--- config.mk ---
export PLATFORM = sky130hd
export DESIGN_NAME = icache_prefetcher
export DESIGN_NICKNAME = d
export VERILOG_FILES = /design/src/rtl/icache_pkg.sv /design/src/rtl/icache_prefetcher.sv
export VERILOG_INCLUDE_DIRS = /design/src /design/src/rtl
export SDC_FILE = /design/constraint.sdc
export NUM_CORES = 1
export LEC_CHECK = 0
export CAP_MARGIN = 10
export CORE_ASPECT_RATIO = 1.4
export CORE_MARGIN = 3
export CORE_UTILIZATION = 57
export DETAILED_ROUTE_END_ITERATION = 16
export DONT_BUFFER_PORTS = 1
export HOLD_SLACK_MARGIN = 0.08
export PLACE_DENSITY = 0.72
export SETUP_SLACK_MARGIN = 0.1
export SYNTH_ARGS = -nofsm -noshare
export SYNTH_HDL_FRONTEND = slang
export SYNTH_SLANG_ARGS = --single-unit
--- constraint.sdc ---
create_clock -name clk -period 5.2 [get_ports clk]
set_input_delay 0.78 -clock clk [delete_from_list [all_inputs] [get_ports clk]]
set_output_delay 0.78 -clock clk [all_outputs]
set_load 0.05 [all_outputs]
--- src/rtl/icache_params.svh ---
// cache geometry, address split and queue depth macros
`ifndef ICACHE_PARAMS_SVH
`define ICACHE_PARAMS_SVH

// ***************************************************************************
// address split
// ***************************************************************************

// fetch address width
`define ICACHE_ADDR_W 32
// byte offset inside one 64-bit line
`define ICACHE_OFS_W 3
// line index into the direct-mapped array
`define ICACHE_IDX_W 7
// whatever is left above index and offset
`define ICACHE_TAG_W (`ICACHE_ADDR_W - `ICACHE_IDX_W - `ICACHE_OFS_W)

// ***************************************************************************
// storage
// ***************************************************************************

// 128 lines of 64 bits, 1 KB in total
`define ICACHE_D 128
`define ICACHE_LINE_W 64

// victim FIFO depth
`define ICACHE_VT_N 4

// memory requests in flight, one demand plus one prefetch
`define ICACHE_PEND_N 2

`endif

--- src/rtl/icache_pkg.sv ---
// package icache_pkg: fetch address union, line type, fetch, memory and fill structs
`include "icache_params.svh"

package icache_pkg;

	// ***********************************************************************
	// fetch address
	// ***********************************************************************

	// field view, as the cache reads it
	typedef struct packed {
		logic [`ICACHE_TAG_W-1:0] tag;
		logic [`ICACHE_IDX_W-1:0] idx;
		logic [`ICACHE_OFS_W-1:0] ofs;
	} fetch_addr_t;

	// raw view for address arithmetic, field view for lookups
	typedef union packed {
		logic [`ICACHE_ADDR_W-1:0] raw;
		fetch_addr_t f;
	} fetch_addr_u;

	// one cache line
	typedef logic [`ICACHE_LINE_W-1:0] line_t;

	// ***********************************************************************
	// port bundles
	// ***********************************************************************

	// fetch response, data only valid with hit
	typedef struct packed {
		logic hit;
		line_t data;
	} fetch_rsp_t;

	// line address sent to memory
	typedef struct packed {
		logic [`ICACHE_TAG_W-1:0] tag;
		logic [`ICACHE_IDX_W-1:0] idx;
	} mem_req_t;

	typedef struct packed {
		line_t data;
	} mem_rsp_t;

	// miss controller to line array
	typedef struct packed {
		logic [`ICACHE_TAG_W-1:0] tag;
		logic [`ICACHE_IDX_W-1:0] idx;
		line_t data;
	} cache_fill_t;

endpackage

--- src/rtl/icache_prefetcher.sv ---
// next-line prefetch address generation, one-cycle probe and fill request
`timescale 1ns/100ps
`include "icache_params.svh"

module icache_prefetcher (
	input  logic                    clk,
	input  logic                    rst,
	input  logic                    enable_i,

	// accepted demand miss
	input  logic                    miss_i,
	input  icache_pkg::fetch_addr_u miss_addr_i,

	// probe into icache_mem
	output icache_pkg::fetch_addr_u pf_addr_o,
	output logic                    pf_prefetching_o,
	input  logic                    pf_hit_i,

	// request to the miss controller
	output logic                    pf_req_o
);

	import icache_pkg::*;

	// byte distance to the following line
	localparam logic [`ICACHE_ADDR_W-1:0] LINE_BYTES = 1 << `ICACHE_OFS_W;

	fetch_addr_u pf_addr_r;
	logic        pf_vld_r;

	// ***********************************************************************
	// next-line address
	// ***********************************************************************

	// probe lives for exactly one cycle after the miss
	always_ff @(posedge clk) begin
		if (rst) begin
			pf_vld_r <= 1'b0;
		end else begin
			pf_vld_r <= miss_i && enable_i;
		end
	end

	// add on the raw view carries from index into tag
	always_ff @(posedge clk) begin
		if (miss_i) begin
			pf_addr_r.raw <= miss_addr_i.raw + LINE_BYTES;
		end
	end

	// ***********************************************************************
	// probe and request
	// ***********************************************************************

	assign pf_addr_o        = pf_addr_r;
	assign pf_prefetching_o = pf_vld_r;

	// fetch the line when neither array holds it
	assign pf_req_o = pf_vld_r && !pf_hit_i;

	// probe result from icache_mem must be resolved while it is presented
	a_pf_hit_known: assert property (@(posedge clk) disable iff (rst)
		pf_prefetching_o |-> !$isunknown(pf_hit_i))
		else $error("icache_prefetcher: probe result unknown while prefetching");

endmodule

==> results.tsv, run 1 <==
stage	metric	value	unit
sta	finalSetupTns	0	ns
clock_tree	post_cts_buffers	0	
yosys	yosysTopAreaCellShare	0.6144	
global_route	first_global_vias	928	
global_route	grt_pass1_wl	4084	um
yosys	synthCells	122	
yosys	synth_top_family_by_area	simple AND/OR/NAND/NOR gates	
yosys	synth.yosys.seq_area_share	0.6272	
yosys	synth_fa_ha_area_frac	0.008000	
sta	hold_slack	0.5166	ns
setup_path	cp_num_buf_inv	0	
hold_path	hp-class	input pin to register	
clock_tree	cts_buffers	5	
final_layout	utilization	0.6642	
final_layout	final_cell_mix	32 x edfxtp_1, 16 x xor2_1, 12 x nand2_1	
final_layout	final_nets	164	
yosys	synthArstFlopShare	0	
final_layout	stdcell_count	161	
setup_path	critPathMaxFanout	2	
final_layout	syn_to_final_growth	6.000	%
sta	rsz0062_at_grt	no	
sta	period_share	0.4897	
yosys	synth_compound_area_frac	0	
global_route	grt_max_degree	34	
global_route	grt_use_met3	0.1089	
sta	min_period	2.546	ns
drt	dr.pass1.iters	4	
clock_tree	htree_levels	2	
die	io_pins	71	
power	power_density	345.9	mW/mm^2
yosys	yosys-top-cells-area	edfxtp_1 61%, xor2_1 9.0%, xnor2_1 5.6%	
yosys	synth_xor_area_frac	0.1560	
final_layout	fillers	174	
yosys	synth-seq-cells	33	
sta	slew_viol_final	0	
die	dieHeight	67.98	um
yosys	yosysUniqueCellTypes	24	
die	die_area	0.003417	mm^2
sta	setup_viol	0	
clock_tree	root_buffer	clkbuf_4	
power	vdd_drop_max	0.0002259	V
setup_path	end_kind	primary output	
final_layout	regArea	980.9	um^2
clock_tree	cts_tree	built	
drt	wl	2641	um
yosys	synth_simple_gate_area_share	0.1824	
final_layout	multiInputGateArea	541.8	um^2
sta	hold_viol_final	0	
die	core	0.002496	mm^2
yosys	synth_top_flop_cell	edfxtp_1	
job	drv_cap	0	
final_layout	drive_gt1_frac	0.09449	
drt	vias	920	
run_status	status	complete, no violations	
sta	worst_slew_pin_slew	0.9401	ns
drt	ant_nets	0	
clock_tree	clock_sinks	33	
setup_path	worstSetupStartpointType	register	
yosys	syn_area_per_cell	12.82	um^2
global_route	top_usage_layer	met2	
yosys	synth_nets	160	
setup_path	slowest_stage	nor2b_1	
setup_path	worstPathArrival	1.77	ns
power	leakagePower	0.5811	nW
drt	drt_iter0_markers	29	
yosys	synth_area_leader_cell	edfxtp_1	
power	total_power	0.5734	mW
final_layout	layout_commonest_cell	edfxtp_1	
sta	fin_ws	2.654	ns
clock_tree	clockBufferDepth	2	
setup_path	setup.worst_path.class	register to primary output	
yosys	synth-edff-count	32	
die	start_util	0.6266	
setup_path	cpLargestDelayFamily	simple AND/OR/NAND/NOR gates	
setup_path	cp.required	4.42	ns
drt	drc_errors	0	
placement	globalplace.congestion	0.7452	
clock_tree	cts_resized	0	
placement	place_inst	153	
global_route	grt_use_met2	0.2876	
clock_tree	cts_hold_buffers	0	
global_route	overflow	0	
sta	maxSlewHeadroom	0.3720	
die	die_x	50.27	um
final_layout	design_area	0.001658	mm^2
yosys	synthMuxAreaShare	0	
yosys	netlist_area	0.001564	mm^2
global_route	met1_usage	0.1485	
final_layout	n_antenna_cell	0	
yosys	yosysWarnings	0	
global_route	antenna_found_initial	0	
placement	dpl_cell_area	0.001588	mm^2
drt	post_drt_via_cell_ratio	5.714	
sta	fmax	392.7	MHz
placement	hpwlAfterDp	2028	um
global_route	grtUsageTotal	0.1699	
setup_path	path_cells	nor2b_1	
drt	routedWlPerCell	16.40	um
placement	place_ws	2.688	ns
placement	port_buffers	0	
die	rows	21	
clock_tree	clkTransAtPathRegs	0.09	ns
setup_path	slowest_delay	0.81	ns
==> state kept, by name, indices dropped and copies added, names as in the netlist <==
| register | cells |
|---|---|
| pf_addr_o | 32 |
| pf_prefetching_o | 1 |
==> logic make-up after synthesis <==
| kind of cell | count (synthesis) |
|---|---|
| xor+xnor | 27 |
| fa+ha+maj | 1 |
| buf+inv | 9 |
| simple gates | 52 |
| flops | 33 |
==> final timing paths <==
path                          from               end  slack, ns  cells after the start
setup / recovery  pf_prefetching_o          pf_req_o       2.65                      1
hold / removal                 rst  pf_prefetching_o       0.52                      1
==> final cells by class <==
class | instances | area share
sequential | 33 | 0.5917
multi-input combinational | 80 | 0.3268
clock buffer | 7 | 0.03925
tap | 34 | 0.02566
inverter | 6 | 0.01358
clock inverter | 1 | 0.003019
==> power by group <==
group | leakage [nW] | internal [mW] | switching (mW)
sequential | 0.321 | 0.318 | 0.0814
clock | 0.0413 | 0.0783 | 0.0769
combinational | 0.218 | 0.00994 | 0.00906
total | 0.581 | 0.406 | 0.167
==> cells in the mapped netlist, types with 2 or more instances <==
library cell   n
and2_1         2
nand3_1        5
clkbuf_1       2
nand4_1        2
xor2_1        16
xnor2_1       10
nor3_1         9
nor4_1         6
inv_1          6
nand2_1       12
and4_1         3
edfxtp_1      32
nor2_1         6
==> metal layers <==
layer | share of wire | vias to the layer above
met4 | 0.016 | 0
met3 | 0.13 | 4
met2 | 0.51 | 55
li1 | - | 442
met1 | 0.33 | 419
met5 | 0 | -
Power figures use the tool's default switching activity.
==> run 2, diff against run 1 <==
--- a/config.mk
+++ b/config.mk
@@ -6,14 +6,15 @@
 export SDC_FILE = /design/constraint.sdc
 export NUM_CORES = 1
 export LEC_CHECK = 0
+export ABC_AREA = 1
 export CAP_MARGIN = 10
 export CORE_ASPECT_RATIO = 1.4
 export CORE_MARGIN = 3
-export CORE_UTILIZATION = 57
+export CORE_UTILIZATION = 56
 export DETAILED_ROUTE_END_ITERATION = 16
 export DONT_BUFFER_PORTS = 1
 export HOLD_SLACK_MARGIN = 0.08
-export PLACE_DENSITY = 0.72
+export PLACE_DENSITY = 0.74
 export SETUP_SLACK_MARGIN = 0.1
 export SYNTH_ARGS = -nofsm -noshare
 export SYNTH_HDL_FRONTEND = slang
==> constraint.sdc (replaced) <==
create_clock -name clk -period 2.3 [get_ports clk]
set_input_delay 0.345 -clock clk [delete_from_list [all_inputs] [get_ports clk]]
set_output_delay 0.345 -clock clk [all_outputs]
set_load 0.05 [all_outputs]
==> run 2 against run 1 <==
  * Global-route usage increased by 4.9 points
  * Die area increased by 14%
  * Non-clock buffer count grew 1
  * Sequential cell count stayed put
  * Area after synthesis increased by 14%
  * Cell count up 52%
  * Hold slack got worse by 0.39 ns
  * Power grew 140%
  * Clock power rose to 2.7 times the previous value
  * Sequential share of layout area fell by 7.9 points
==> results.tsv, run 2 <==
stage	metric	value	unit	change
die	start_util	0.5994		-0.02716
hold_path	hp-class	input pin to register		
setup_path	end_kind	primary output		
clock_tree	cts_buffers	5		unchanged
yosys	synth-seq-cells	33		unchanged
yosys	synth_top_family_by_area	simple AND/OR/NAND/NOR gates		
final_layout	layout_commonest_cell	nand2_1		
drt	ant_nets	0		unchanged
global_route	grtUsageTotal	0.2186		+0.04867
yosys	yosysUniqueCellTypes	15		-38%
sta	slew_viol_final	0		unchanged
yosys	ys_top_cells_by_count	76 x nand2_1, 32 x edfxtp_1, 30 x nor2_1		
die	core	0.002964	mm^2	+19%
setup_path	setup.worst_path.class	register to primary output		
final_layout	syn_to_final_growth	7.676	%	
yosys	synth-edff-count	32		unchanged
sta	rsz0062_at_grt	no		
yosys	synthCells	199		+63%
global_route	grt_max_degree	34		unchanged
final_layout	design_area	0.001913	mm^2	+15%
yosys	synthMuxAreaShare	0		unchanged
yosys	synth_compound_area_frac	0.002817		+0.002817
yosys	synth_xor_area_frac	0.07394		-0.08206
clock_tree	cts_resized	0		unchanged
final_layout	final_nets	245		+49%
drt	routedWlPerCell	15.73	um	-4.1%
sta	fmax	609.4	MHz	
setup_path	worstSetupStartpointType	register		
run_status	status	complete, no violations		
final_layout	regArea	980.9	um^2	unchanged
die	dieHeight	72.65	um	+6.9%
final_layout	fillers	244		+40%
yosys	synth_nets	237		+48%
sta	hold_viol_final	0		unchanged
clock_tree	clockBufferDepth	2		unchanged
sta	min_period	1.641	ns	
setup_path	cpLargestDelayFamily	flip-flops		
yosys	yosysTopAreaCellShare	0.5408		-0.07355
final_layout	n_antenna_cell	0		unchanged
placement	hpwlAfterDp	3043	um	+50%
global_route	overflow	0		unchanged
sta	setup_viol	0		unchanged
die	die_area	0.003894	mm^2	+14%
yosys	synth.yosys.seq_area_share	0.5521		-0.07509
placement	dpl_cell_area	0.001831	mm^2	+15%
placement	place_ws	0.8261	ns	-1.862 ns
drt	post_drt_via_cell_ratio	5.339		-6.6%
final_layout	utilization	0.6454		-0.01874
final_layout	multiInputGateArea	743.2	um^2	+37%
placement	globalplace.congestion	0.8541		+15%
sta	period_share	0.7135		
yosys	syn_area_per_cell	8.928	um^2	-30%
power	power_density	724.8	mW/mm^2	+110%
final_layout	drive_gt1_frac	0.09615		+0.001666
sta	worst_slew_pin_slew	0.5083	ns	-0.4317 ns
sta	finalSetupTns	0	ns	unchanged
drt	drc_errors	0		unchanged
setup_path	cp_num_buf_inv	2		+2
job	drv_cap	0		unchanged
clock_tree	root_buffer	clkbuf_8		
clock_tree	cts_hold_buffers	0		unchanged
clock_tree	htree_levels	2		unchanged
final_layout	largest_register_ffs	32		unchanged
yosys	yosysWarnings	0		unchanged
power	leakagePower	0.7520	nW	+29%
sta	fin_ws	0.6591	ns	-1.994 ns
power	total_power	1.387	mW	+140%
setup_path	slowest_stage	dfxtp_1		
drt	drt_iter0_markers	36		+24%
final_layout	final_cell_mix	76 x nand2_1, 32 x edfxtp_1, 30 x nor2_1		
die	rows	23		+9.5%
clock_tree	clkTransAtPathRegs	0.06	ns	-0.03 ns
yosys	synth_fa_ha_area_frac	0.007042		-0.0009577
power	vdd_drop_max	0.0005216	V	+130%
yosys	synth_area_leader_cell	edfxtp_1		
yosys	synthArstFlopShare	0		unchanged
clock_tree	clock_sinks	33		unchanged
drt	wl	3854	um	+46%
drt	dr.pass1.iters	4		unchanged
setup_path	slowest_delay	0.63	ns	-0.18 ns
setup_path	cp.required	1.96	ns	-2.46 ns
setup_path	worstPathArrival	1.30	ns	-0.47 ns
yosys	netlist_area	0.001777	mm^2	+14%
global_route	first_global_vias	1290		+39%
yosys	yosys-top-cells-area	edfxtp_1 54%, nand2_1 16%, nor2_1 6.3%		
sta	maxSlewHeadroom	0.6618		+0.2898
placement	port_buffers	0		unchanged
global_route	antenna_found_initial	0		unchanged
setup_path	path_cells	inv_1, nor2_1, buf_4		
die	die_x	53.61	um	+6.6%
drt	vias	1308		+42%
clock_tree	cts_tree	built		
yosys	synth_top_flop_cell	edfxtp_1		
global_route	grt_pass1_wl	6023	um	+47%
yosys	synth_simple_gate_area_share	0.3345		+0.1521
clock_tree	post_cts_buffers	0		unchanged
setup_path	critPathMaxFanout	2		unchanged
yosys	yosysMostFrequentCell	nand2_1		
die	io_pins	71		unchanged
## run 2: cell count changes after synthesis, moves of 6 or more
cell / delta
nor2_1: +24
xor2_1: -6
nor3_1: -9
nand3b_1: +7
nor4_1: -6
inv_1: +8
nand2_1: +64
nor2_2: +6
## run 2: cells by family after synthesis
family	Yosys count
flops	33
fa+ha+maj	1
buf+inv	14
xor+xnor	15
simple gates	135
compound gates	1
## run 2: layout make-up
cell class,count,area share
sequential,33,0.5128
inverter,14,0.02747
clock buffer,6,0.03793
timing repair buffer,1,0.003924
clock inverter,2,0.005232
tap,37,0.02420
multi-input combinational,152,0.3885
## run 2: worst paths after layout
kind              from               end  slack (ns)  depth (start not counted)
min                rst  pf_prefetching_o        0.13                          1
max   pf_prefetching_o          pf_req_o        0.66                          3
## run 2: through the flow
step	std cells	hold WS, ns
after floorplan	199	0.4165
after global placement	237	0.4168
after detailed placement	237	0.4194
after CTS	245	0.1179
after global routing	245	0.1125
final	245	0.1259
## run 2: where the power goes
group	total (mW)	internal, mW	switching [mW]
clock network	0.417	0.209	0.207
registers	0.905	0.720	0.186
logic	0.0646	0.0271	0.0375
total	1.39	0.956	0.430
## run 2: per-layer routing
| metal | track usage | routed length, um |
|---|---|---|
| met2 | 0.3643 | 1957 |
| met4 | 0.1080 | 103 |
| met3 | 0.1002 | 393 |
| met1 | 0.2246 | 1399 |
| met5 | 0 | 0 |
