--- config.mk ---
export PLATFORM = sky130hd
export DESIGN_NAME = icache_miss_ctrl
export DESIGN_NICKNAME = d
export VERILOG_FILES = /design/src/rtl/icache_pkg.sv /design/src/rtl/icache_miss_ctrl.sv
export VERILOG_INCLUDE_DIRS = /design/src /design/src/rtl
export SDC_FILE = /design/constraint.sdc
export NUM_CORES = 1
export LEC_CHECK = 0
export ABC_AREA = 0
export ABC_CLOCK_PERIOD_IN_PS = 5700
export CORE_ASPECT_RATIO = 0.8
export CORE_MARGIN = 2
export CORE_UTILIZATION = 45
export CTS_BUF_LIST = sky130_fd_sc_hd__clkbuf_4 sky130_fd_sc_hd__clkbuf_8
export CTS_CLUSTER_DIAMETER = 50
export DETAILED_ROUTE_END_ITERATION = 16
export DONT_BUFFER_PORTS = 1
export GPL_ROUTABILITY_DRIVEN = 1
export PLACE_DENSITY = 0.67
export SLEW_MARGIN = 20
export SYNTH_ARGS = -nofsm -noshare
export SYNTH_HDL_FRONTEND = slang
export SYNTH_SLANG_ARGS = --single-unit
--- constraint.sdc ---
create_clock -name clk -period 5.7 [get_ports clk]
set_clock_uncertainty 0.1 [all_clocks]
set_input_delay 0.57 -clock clk [delete_from_list [all_inputs] [get_ports clk]]
set_output_delay 0.57 -clock clk [all_outputs]
set_load 0.02 [all_outputs]
--- src/rtl/icache_params.svh ---
// cache geometry, address split and queue depth macros
`ifndef ICACHE_PARAMS_SVH
`define ICACHE_PARAMS_SVH

// ***************************************************************************
// address split
// ***************************************************************************

// fetch address width
`define ICACHE_ADDR_W 32
// byte offset inside one 64-bit line
`define ICACHE_OFS_W 3
// line index into the direct-mapped array
`define ICACHE_IDX_W 7
// whatever is left above index and offset
`define ICACHE_TAG_W (`ICACHE_ADDR_W - `ICACHE_IDX_W - `ICACHE_OFS_W)

// ***************************************************************************
// storage
// ***************************************************************************

// 128 lines of 64 bits, 1 KB in total
`define ICACHE_D 128
`define ICACHE_LINE_W 64

// victim FIFO depth
`define ICACHE_VT_N 4

// memory requests in flight, one demand plus one prefetch
`define ICACHE_PEND_N 2

`endif

--- src/rtl/icache_pkg.sv ---
// package icache_pkg: fetch address union, line type, fetch, memory and fill structs
`include "icache_params.svh"

package icache_pkg;

	// ***********************************************************************
	// fetch address
	// ***********************************************************************

	// field view, as the cache reads it
	typedef struct packed {
		logic [`ICACHE_TAG_W-1:0] tag;
		logic [`ICACHE_IDX_W-1:0] idx;
		logic [`ICACHE_OFS_W-1:0] ofs;
	} fetch_addr_t;

	// raw view for address arithmetic, field view for lookups
	typedef union packed {
		logic [`ICACHE_ADDR_W-1:0] raw;
		fetch_addr_t f;
	} fetch_addr_u;

	// one cache line
	typedef logic [`ICACHE_LINE_W-1:0] line_t;

	// ***********************************************************************
	// port bundles
	// ***********************************************************************

	// fetch response, data only valid with hit
	typedef struct packed {
		logic hit;
		line_t data;
	} fetch_rsp_t;

	// line address sent to memory
	typedef struct packed {
		logic [`ICACHE_TAG_W-1:0] tag;
		logic [`ICACHE_IDX_W-1:0] idx;
	} mem_req_t;

	typedef struct packed {
		line_t data;
	} mem_rsp_t;

	// miss controller to line array
	typedef struct packed {
		logic [`ICACHE_TAG_W-1:0] tag;
		logic [`ICACHE_IDX_W-1:0] idx;
		line_t data;
	} cache_fill_t;

endpackage

--- src/rtl/icache_miss_ctrl.sv ---
// icache_miss_ctrl: in-order pending line queue, memory request issue, fill on response
`timescale 1ns/100ps
`include "icache_params.svh"

module icache_miss_ctrl (
	input  logic                    clk,
	input  logic                    rst,

	// demand side
	input  logic                    fetch_req_i,
	input  icache_pkg::fetch_addr_u fetch_addr_i,
	input  logic                    dmd_hit_i,
	output logic                    miss_o,

	// prefetch side
	input  logic                    pf_req_i,
	input  icache_pkg::fetch_addr_u pf_addr_i,

	// memory
	output logic                    mem_req_vld_o,
	output icache_pkg::mem_req_t    mem_req_o,
	input  logic                    mem_rsp_vld_i,
	input  icache_pkg::mem_rsp_t    mem_rsp_i,

	// fill into icache_mem
	output logic                    fill_vld_o,
	output icache_pkg::cache_fill_t fill_o
);

	import icache_pkg::*;

	localparam int PTR_W = $clog2(`ICACHE_PEND_N);

	mem_req_t                  q_r [`ICACHE_PEND_N];
	logic [`ICACHE_PEND_N-1:0] q_vld_r;
	logic [PTR_W-1:0]          head_r;
	logic [PTR_W-1:0]          tail_r;

	mem_req_t dmd_line;
	mem_req_t pf_line;
	logic     dmd_pend;
	logic     pf_pend;
	logic     q_full;
	logic     pf_enq;
	logic     enq;

	function automatic logic [PTR_W-1:0] ptr_inc(input logic [PTR_W-1:0] ptr);
		return (ptr == PTR_W'(`ICACHE_PEND_N - 1)) ? '0 : ptr + 1'b1;
	endfunction

	// ***********************************************************************
	// request filter
	// ***********************************************************************

	assign dmd_line.tag = fetch_addr_i.f.tag;
	assign dmd_line.idx = fetch_addr_i.f.idx;
	assign pf_line.tag  = pf_addr_i.f.tag;
	assign pf_line.idx  = pf_addr_i.f.idx;

	// lines already on their way
	always_comb begin
		dmd_pend = 1'b0;
		pf_pend  = 1'b0;
		for (int i = 0; i < `ICACHE_PEND_N; i++) begin
			dmd_pend |= q_vld_r[i] && (q_r[i] == dmd_line);
			pf_pend  |= q_vld_r[i] && (q_r[i] == pf_line);
		end
	end

	// a slot freed by this cycle's response can be reused at once
	assign q_full = (&q_vld_r) && !mem_rsp_vld_i;

	// demand wins over prefetch
	assign miss_o = fetch_req_i && !dmd_hit_i && !dmd_pend && !q_full;
	assign pf_enq = pf_req_i && !miss_o && !pf_pend && !q_full;
	assign enq    = miss_o | pf_enq;

	assign mem_req_vld_o = enq;
	assign mem_req_o     = miss_o ? dmd_line : pf_line;

	// ***********************************************************************
	// queue
	// ***********************************************************************

	always_ff @(posedge clk) begin
		if (rst) begin
			q_vld_r <= '0;
			head_r  <= '0;
			tail_r  <= '0;
		end else begin
			if (mem_rsp_vld_i) begin
				q_vld_r[head_r] <= 1'b0;
				head_r <= ptr_inc(head_r);
			end
			// after the pop, so a refill of the same slot stays valid
			if (enq) begin
				q_vld_r[tail_r] <= 1'b1;
				tail_r <= ptr_inc(tail_r);
			end
		end
	end

	always_ff @(posedge clk) begin
		if (enq) begin
			q_r[tail_r] <= mem_req_o;
		end
	end

	// response pairs with the oldest request
	assign fill_vld_o  = mem_rsp_vld_i;
	assign fill_o.tag  = q_r[head_r].tag;
	assign fill_o.idx  = q_r[head_r].idx;
	assign fill_o.data = mem_rsp_i.data;

	a_rsp_has_request: assert property (@(posedge clk) disable iff (rst)
		mem_rsp_vld_i |-> q_vld_r[head_r])
		else $error("icache_miss_ctrl: memory response with no request pending");

endmodule

==> results of run 1 <==
-- cell usage after synthesis --
| cell | instances | area share |
|---|---|---|
| dfxtp_1 | 5 | 0.023 |
| buf_1 | 1 | 0.00085 |
| a41oi_4 | 1 | 0.0062 |
| o22ai_1 | 1 | 0.0014 |
| xor2_1 | 60 | 0.12 |
| buf_4 | 66 | 0.11 |
| nand3b_1 | 3 | 0.0051 |
| mux2i_1 | 1 | 0.0023 |
| or4_1 | 3 | 0.0051 |
| nand2_1 | 91 | 0.077 |
| inv_2 | 1 | 0.00085 |
| buf_2 | 2 | 0.0023 |
| nand2b_1 | 3 | 0.0042 |
| mux2_2 | 29 | 0.074 |
| nor2_1 | 1 | 0.00085 |
| a21oi_1 | 3 | 0.0034 |
| inv_1 | 1 | 0.00085 |
| nor4_1 | 17 | 0.024 |
| nor2b_1 | 1 | 0.0014 |
| o21ai_0 | 1 | 0.0011 |
| nand4_1 | 16 | 0.023 |
| nand3_1 | 3 | 0.0034 |
| edfxtp_1 | 58 | 0.39 |
| clkbuf_1 | 5 | 0.0042 |
| or2_2 | 1 | 0.0014 |
| xnor2_1 | 56 | 0.11 |
-- worst reg2reg max path: stages (launching register included) --
cell,delay [ns]
edfxtp_1,0.45
xor2_1,0.20
nor4_1,0.48
nand4_1,0.17
or4_1,0.41
nand2_1,0.11
inv_2,0.29
a41oi_4,0.40
nor2_2,0.24
buf_4,0.29
-- logic make-up after synthesis --
kind of cell	Yosys count	synth area share
simple gates	139	0.1453
xor+xnor	116	0.2295
mux	30	0.07603
buf+inv	76	0.1210
flops	63	0.4161
compound gates	6	0.01215
-- worst max-delay path by stage --
stage	slack, ns	from	end
6_report	1.98	q_r[0][13]$_DFFE_PP_	mem_req_vld_o
3_5_place_dp	2.14	fetch_addr_i[10]	q_r[1][23]$_DFFE_PP_
5_1_grt	1.71	q_r[0][23]$_DFFE_PP_	mem_req_vld_o
4_1_cts	1.92	q_r[0][13]$_DFFE_PP_	mem_req_vld_o
3_3_place_gp	2.18	fetch_addr_i[26]	q_r[1][23]$_DFFE_PP_
2_1_floorplan	2.67	fetch_addr_i[8]	q_r[1][0]$_DFFE_PP_
-- metrics by stage --
step | cells | total power [mW] | hold WS (ns) | utilization
2_1_floorplan | 430 | 0.8931 | 0.3727 | -
3_5_place_dp | 479 | 0.8953 | 0.3975 | 0.4249
3_3_place_gp | 479 | 0.8905 | 0.3886 | 0.4249
4_1_cts | 495 | 1.270 | 0.1610 | 0.4439
5_1_grt | 495 | 1.316 | 0.1491 | 0.4439
6_report | 495 | 1.261 | 0.1712 | 0.4439
-- metal layers --
layer	up-vias	share of wire	wire length (um)	global-route usage
met5	-	0	0	0
met4	0	0.015	183	0.05221
met3	26	0.13	1561	0.1230
met2	172	0.45	5379	0.3436
met1	1331	0.41	4895	0.2905
li1	1280	-	-	-
-- area by class of cell --
class | instances | area, um2
inverter | 2 | 7.507
timing repair buffer | 4 | 30.03
clock buffer | 10 | 131.4
sequential | 63 | 1842
multi-input combinational | 291 | 2054
fill | 907 | 5344
tap | 119 | 148.9
clock inverter | 6 | 51.30
-- flip-flops by register name, indices dropped and copies added (netlist names), named ones only --
| name | cells |
|---|---|
| q_r | 58 |
| tail_r | 1 |
| q_vld_r | 2 |
| head_r | 1 |
-- power by group through the flow --
stage                     Clock [mW]  Sequential [mW]  Combinational [mW]
after floorplan                    0            0.602               0.291
after global placement             0            0.608               0.282
after detailed placement           0            0.611               0.284
after CTS                      0.383            0.601               0.286
after global routing           0.404            0.607               0.305
final                          0.375            0.602               0.283
==> impl_metrics.tcl, run 1 <==
set metrics [dict create \
    p_sw_frac 0.3162 \
    detailed_place_hpwl_um 9385 \
    rsz0062_at_grt "false" \
    relSlewSlack 0.4360 \
    cts_max_level 3 \
    vias 2809 \
    power.share.clock 0.298 \
    status "finished, final reports clean" \
    cp_slowest_cell "nor4_1" \
    die_y_um 92.71 \
    synth_fp_nets 564 \
    cp_cell_sequence "xor2_1, nor4_1, nand4_1, or4_1, nand2_1, inv_2, a41oi_4, inv_1" \
    r2r-start "q_r[0][13]$_DFFE_PP_" \
    place.gp.congestion 0.8016 \
    drive_gt1_frac 0.1356 \
    clkLatencyLatePin_ns 0.36 \
    antenna_found_initial 0 \
    start_util 0.4607 \
    grt_max_degree 32 \
    maxCapViolations 0 \
    hold_violations 0 \
    finalSetupTns_ns 0 \
    io_buffers 0 \
    ys_warn_count 0 \
    antenna_left 0 \
    worst_slew_pin_slew_ns 0.8451 \
    clk_path_buf_depth 2 \
    period_needed_ns 3.721 \
    core_area_um2 9609 \
    finalSetupViolCount 0 \
    drt_iter0_markers 282 \
    cts_buffers 9 \
    final_cell_area_um2 4265 \
    p_per_area_nw_per_um2 295.5 \
    layout_common_cells "nand2_1, xor2_1, edfxtp_1, xnor2_1, mux2_2" \
    grt-ovfl-total 0 \
    nNetsFinal 505 \
    drc_errors 0 \
    power_frac_comb 0.225 \
    hold_buffers 0 \
    p_switching_mw 0.3986 \
    path_buf_inv 2 \
    critical_path.startpoint_type "flip-flop" \
    cpPeakStageDelay_ns 0.47 \
    period_share 0.6529 \
    leakage_nw 1.514 \
    die-area_um2 10650 \
    path_depth 8 \
    cts.sinks 63 \
    clock_tree.root_cell "clkbuf_8" \
    fmax_ghz 0.2687 \
    clk_pin_slew_ns 0.07 \
    cp_max_fo 31 \
    intPower_mw 0.8620 \
    cts_tree "built" \
    cp.required_ns 5.03 \
    syn_inst 430 \
    p_seq_frac 0.478 \
    drt_pass1_iterations 4 \
    rows 32 \
    synthDistinctLibCells 26 \
    rr_worst_depth 9 \
    wl_per_cell_um 24.28 \
    grt_pass1_wl_um 17740 \
    syn_area_um2 4427 \
    drv_slew 0 \
    routed_wl_um 12020 \
    setup_slack_ns 1.979 \
    hp-class "in2reg" \
    layout_commonest_cell "nand2_1" \
    crit_family "simple AND/OR/NAND/NOR gates" \
    rrSetupSlack_ns 2.30 \
    vias_per_cell 5.675 \
    ir_worst_vdd_mv 0.2114 \
    crit_arrival_ns 3.05 \
    worstHoldPathCells 1 \
    cts_setup_buffers 0 \
    avgSynthCellArea_um2 10.29 \
    grt_pass1_vias 2931 \
    seq_area_frac_synth 0.4161 \
    fp.dieW_um 114.9 \
    area_growth_pct -3.646 \
    postPlaceCellArea_um2 4083 \
    worstSetupEndpointType "output pin" \
    critPathKind "reg2out" \
    grt_use_total 0.2288 \
    r2r-end "q_r[0][23]$_DFFE_PP_" \
    synth-seq-cells 63 \
    hold_path.startpoint "rst" \
    post_cts_resized 0 \
    n_antenna_cell 0 \
    pin_count 259 \
    dp_worst_setup_slack_ns 2.140 \
]
No activity file was read; power rests on OpenSTA's default activity.
==> run 2: changes to the inputs <==
Settings changed: ABC_CLOCK_PERIOD_IN_PS 5700 to 3400, PLACE_DENSITY 0.67 to 0.69.
Clock period 5.7 ns to 3.4 ns, I/O delays scaled along.
==> impl_metrics.tcl, run 2 (same netlist as run 1, synthesis figures left out) <==
set metrics [dict create \
    crit_top_cell "nand2_1" \
    finalPower_mw 2.181 \
    critical_path.startpoint_type "flip-flop" \
    grt_pass1_vias 2965 \
    grt-ovfl-total 0 \
    final_cell_count_no_fill 499 \
    period_needed_ns 3.218 \
    grt_max_degree 31 \
    finalSetupViolCount 0 \
    vias_per_cell 5.667 \
    rows 32 \
    fp.dieW_um 114.9 \
    cp.required_ns 2.96 \
    clkLatencyLatePin_ns 0.34 \
    fmax_ghz 0.3107 \
    cts_max_level 3 \
    n_antenna_cell 0 \
    nFillCells 907 \
    leakage_nw 1.548 \
    largest-register "q_r" \
    detailed_place_hpwl_um 10140 \
    crit_arrival_ns 2.78 \
    cts.sinks 63 \
    setup_slack_ns 0.1815 \
    layout_common_cells "nand2_1, xor2_1, edfxtp_1, xnor2_1, mux2_2" \
    drt_iter0_markers 113 \
    hold_violations 0 \
    rr_worst_depth 7 \
    cp_cell_sequence "xor2_1, nor4_2, nand4_1, or4_1, nand2_1, buf_4, nand2_1, nand2_1" \
    grt_pass1_wl_um 17940 \
    rsz0062_at_grt "false" \
    drive_gt1_frac 0.1421 \
    cp_slowest_cell "edfxtp_1" \
    antenna_found_initial 0 \
    status "finished, final reports clean" \
    critPathKind "reg2out" \
    p_per_area_nw_per_um2 502.2 \
    post-place-cells 482 \
    cts_tree "built" \
    core_area_um2 9609 \
    dp_worst_setup_slack_ns 0.3359 \
    worstHoldPathCells 2 \
    die-area_um2 10650 \
    period_share 0.9466 \
    drt_pass1_iterations 4 \
    place.gp.congestion 0.8597 \
    drc_errors 0 \
    finalSetupTns_ns 0 \
    seqCellArea_um2 1842 \
    hp-class "in2reg" \
    cts_buffers 9 \
    drv_slew 0 \
    worst_slew_pin_slew_ns 1.049 \
    die_y_um 92.71 \
    clk_path_buf_depth 2 \
    ir_worst_vdd_mv 0.2865 \
    worstSetupEndpointType "output pin" \
    path_buf_inv 1 \
    path_depth 8 \
    area_growth_pct -1.865 \
    cpPeakStageDelay_ns 0.44 \
    clock_tree.root_cell "clkbuf_8" \
    io_buffers 0 \
    start_util 0.4607 \
    cts_setup_buffers 0 \
    nNetsFinal 510 \
    routed_wl_um 12530 \
    largest_register_ff_count 58 \
    maxCapViolations 0 \
    reg_top3 "q_r (58), q_vld_r (2)" \
    pin_count 259 \
    vias 2828 \
    wl_per_cell_um 25.11 \
    clk_pin_slew_ns 0.07 \
    grt_use_total 0.2326 \
    relSlewSlack 0.3000 \
    multi_input_area_um2 2061 \
    cp_max_fo 29 \
    hold_ws_ns 0.1096 \
    antenna_left 0 \
    layout_commonest_cell "nand2_1" \
    crit_family "simple AND/OR/NAND/NOR gates" \
]
==> run 2: cell count changes in the layout (fill, tap and decap cells not counted), sizes merged <==
| cell | delta |
|---|---|
| buf | +3 |
| bufinv | +1 |
| clkbuf | -1 |
| clkinv | -1 |
| dlygate4sd3 | +2 |
==> run 2: metrics by stage <==
stage | util | cell area (um2)
2_1_floorplan | - | 4427
3_3_place_gp | 0.4285 | 4118
3_5_place_dp | 0.4285 | 4118
4_1_cts | 0.4504 | 4328
5_1_grt | 0.4521 | 4344
6_report | 0.4521 | 4344
==> run 2: layout make-up <==
cell class,instances,area share
Clock inverter,6,0.01757
Sequential cell,63,0.4240
Inverter,2,0.001728
Multi-Input combinational cell,291,0.4744
Tap cell,119,0.03427
Clock buffer,9,0.02851
Timing Repair Buffer,9,0.01959
==> run 2: final timing paths <==
kind / start / endpoint / slack, ns
setup / recovery: q_r[0][23]$_DFFE_PP_ / mem_req_o[8] / 0.18
hold / removal: rst / tail_r$_SDFFE_PP0P_ / 0.11
setup reg to reg: q_r[0][13]$_DFFE_PP_ / q_r[0][21]$_DFFE_PP_ / 0.41
hold reg to reg: q_vld_r[1]$_SDFF_PP0_ / q_vld_r[1]$_SDFF_PP0_ / 0.43
==> run 2: power breakdown <==
part           switching, mW  leakage [nW]  internal [mW]
Sequential            0.0735         0.595          0.939
Combinational          0.312         0.851          0.178
Clock                  0.279         0.102          0.400
==> run 2: metal layers <==
layer	share of wire	wire length, um	up-vias	GRT usage
met5	0	0	-	0
met4	0.010	131	0	0.04719
met3	0.10	1287	18	0.09882
met2	0.48	6055	151	0.3828
met1	0.40	5056	1368	0.2859
li1	-	-	1291	-
==> run 2: what timing repair did <==
action / in CTS / in global routing
setup endpoints to repair: 0 / 29
resized for setup: 0 / 1
hold buffers: 1 / 1
endpoints found under the hold margin: 2 / 1
==> run 2: worst register-to-register path, stage by stage, from the launching register on <==
cell and delay [ns]:
edfxtp_1 0.43, xor2_1 0.19, nor4_1 0.50, nand4_1 0.16, or4_1 0.48, a41oi_4 0.34
nor2_2 0.27, buf_4 0.28
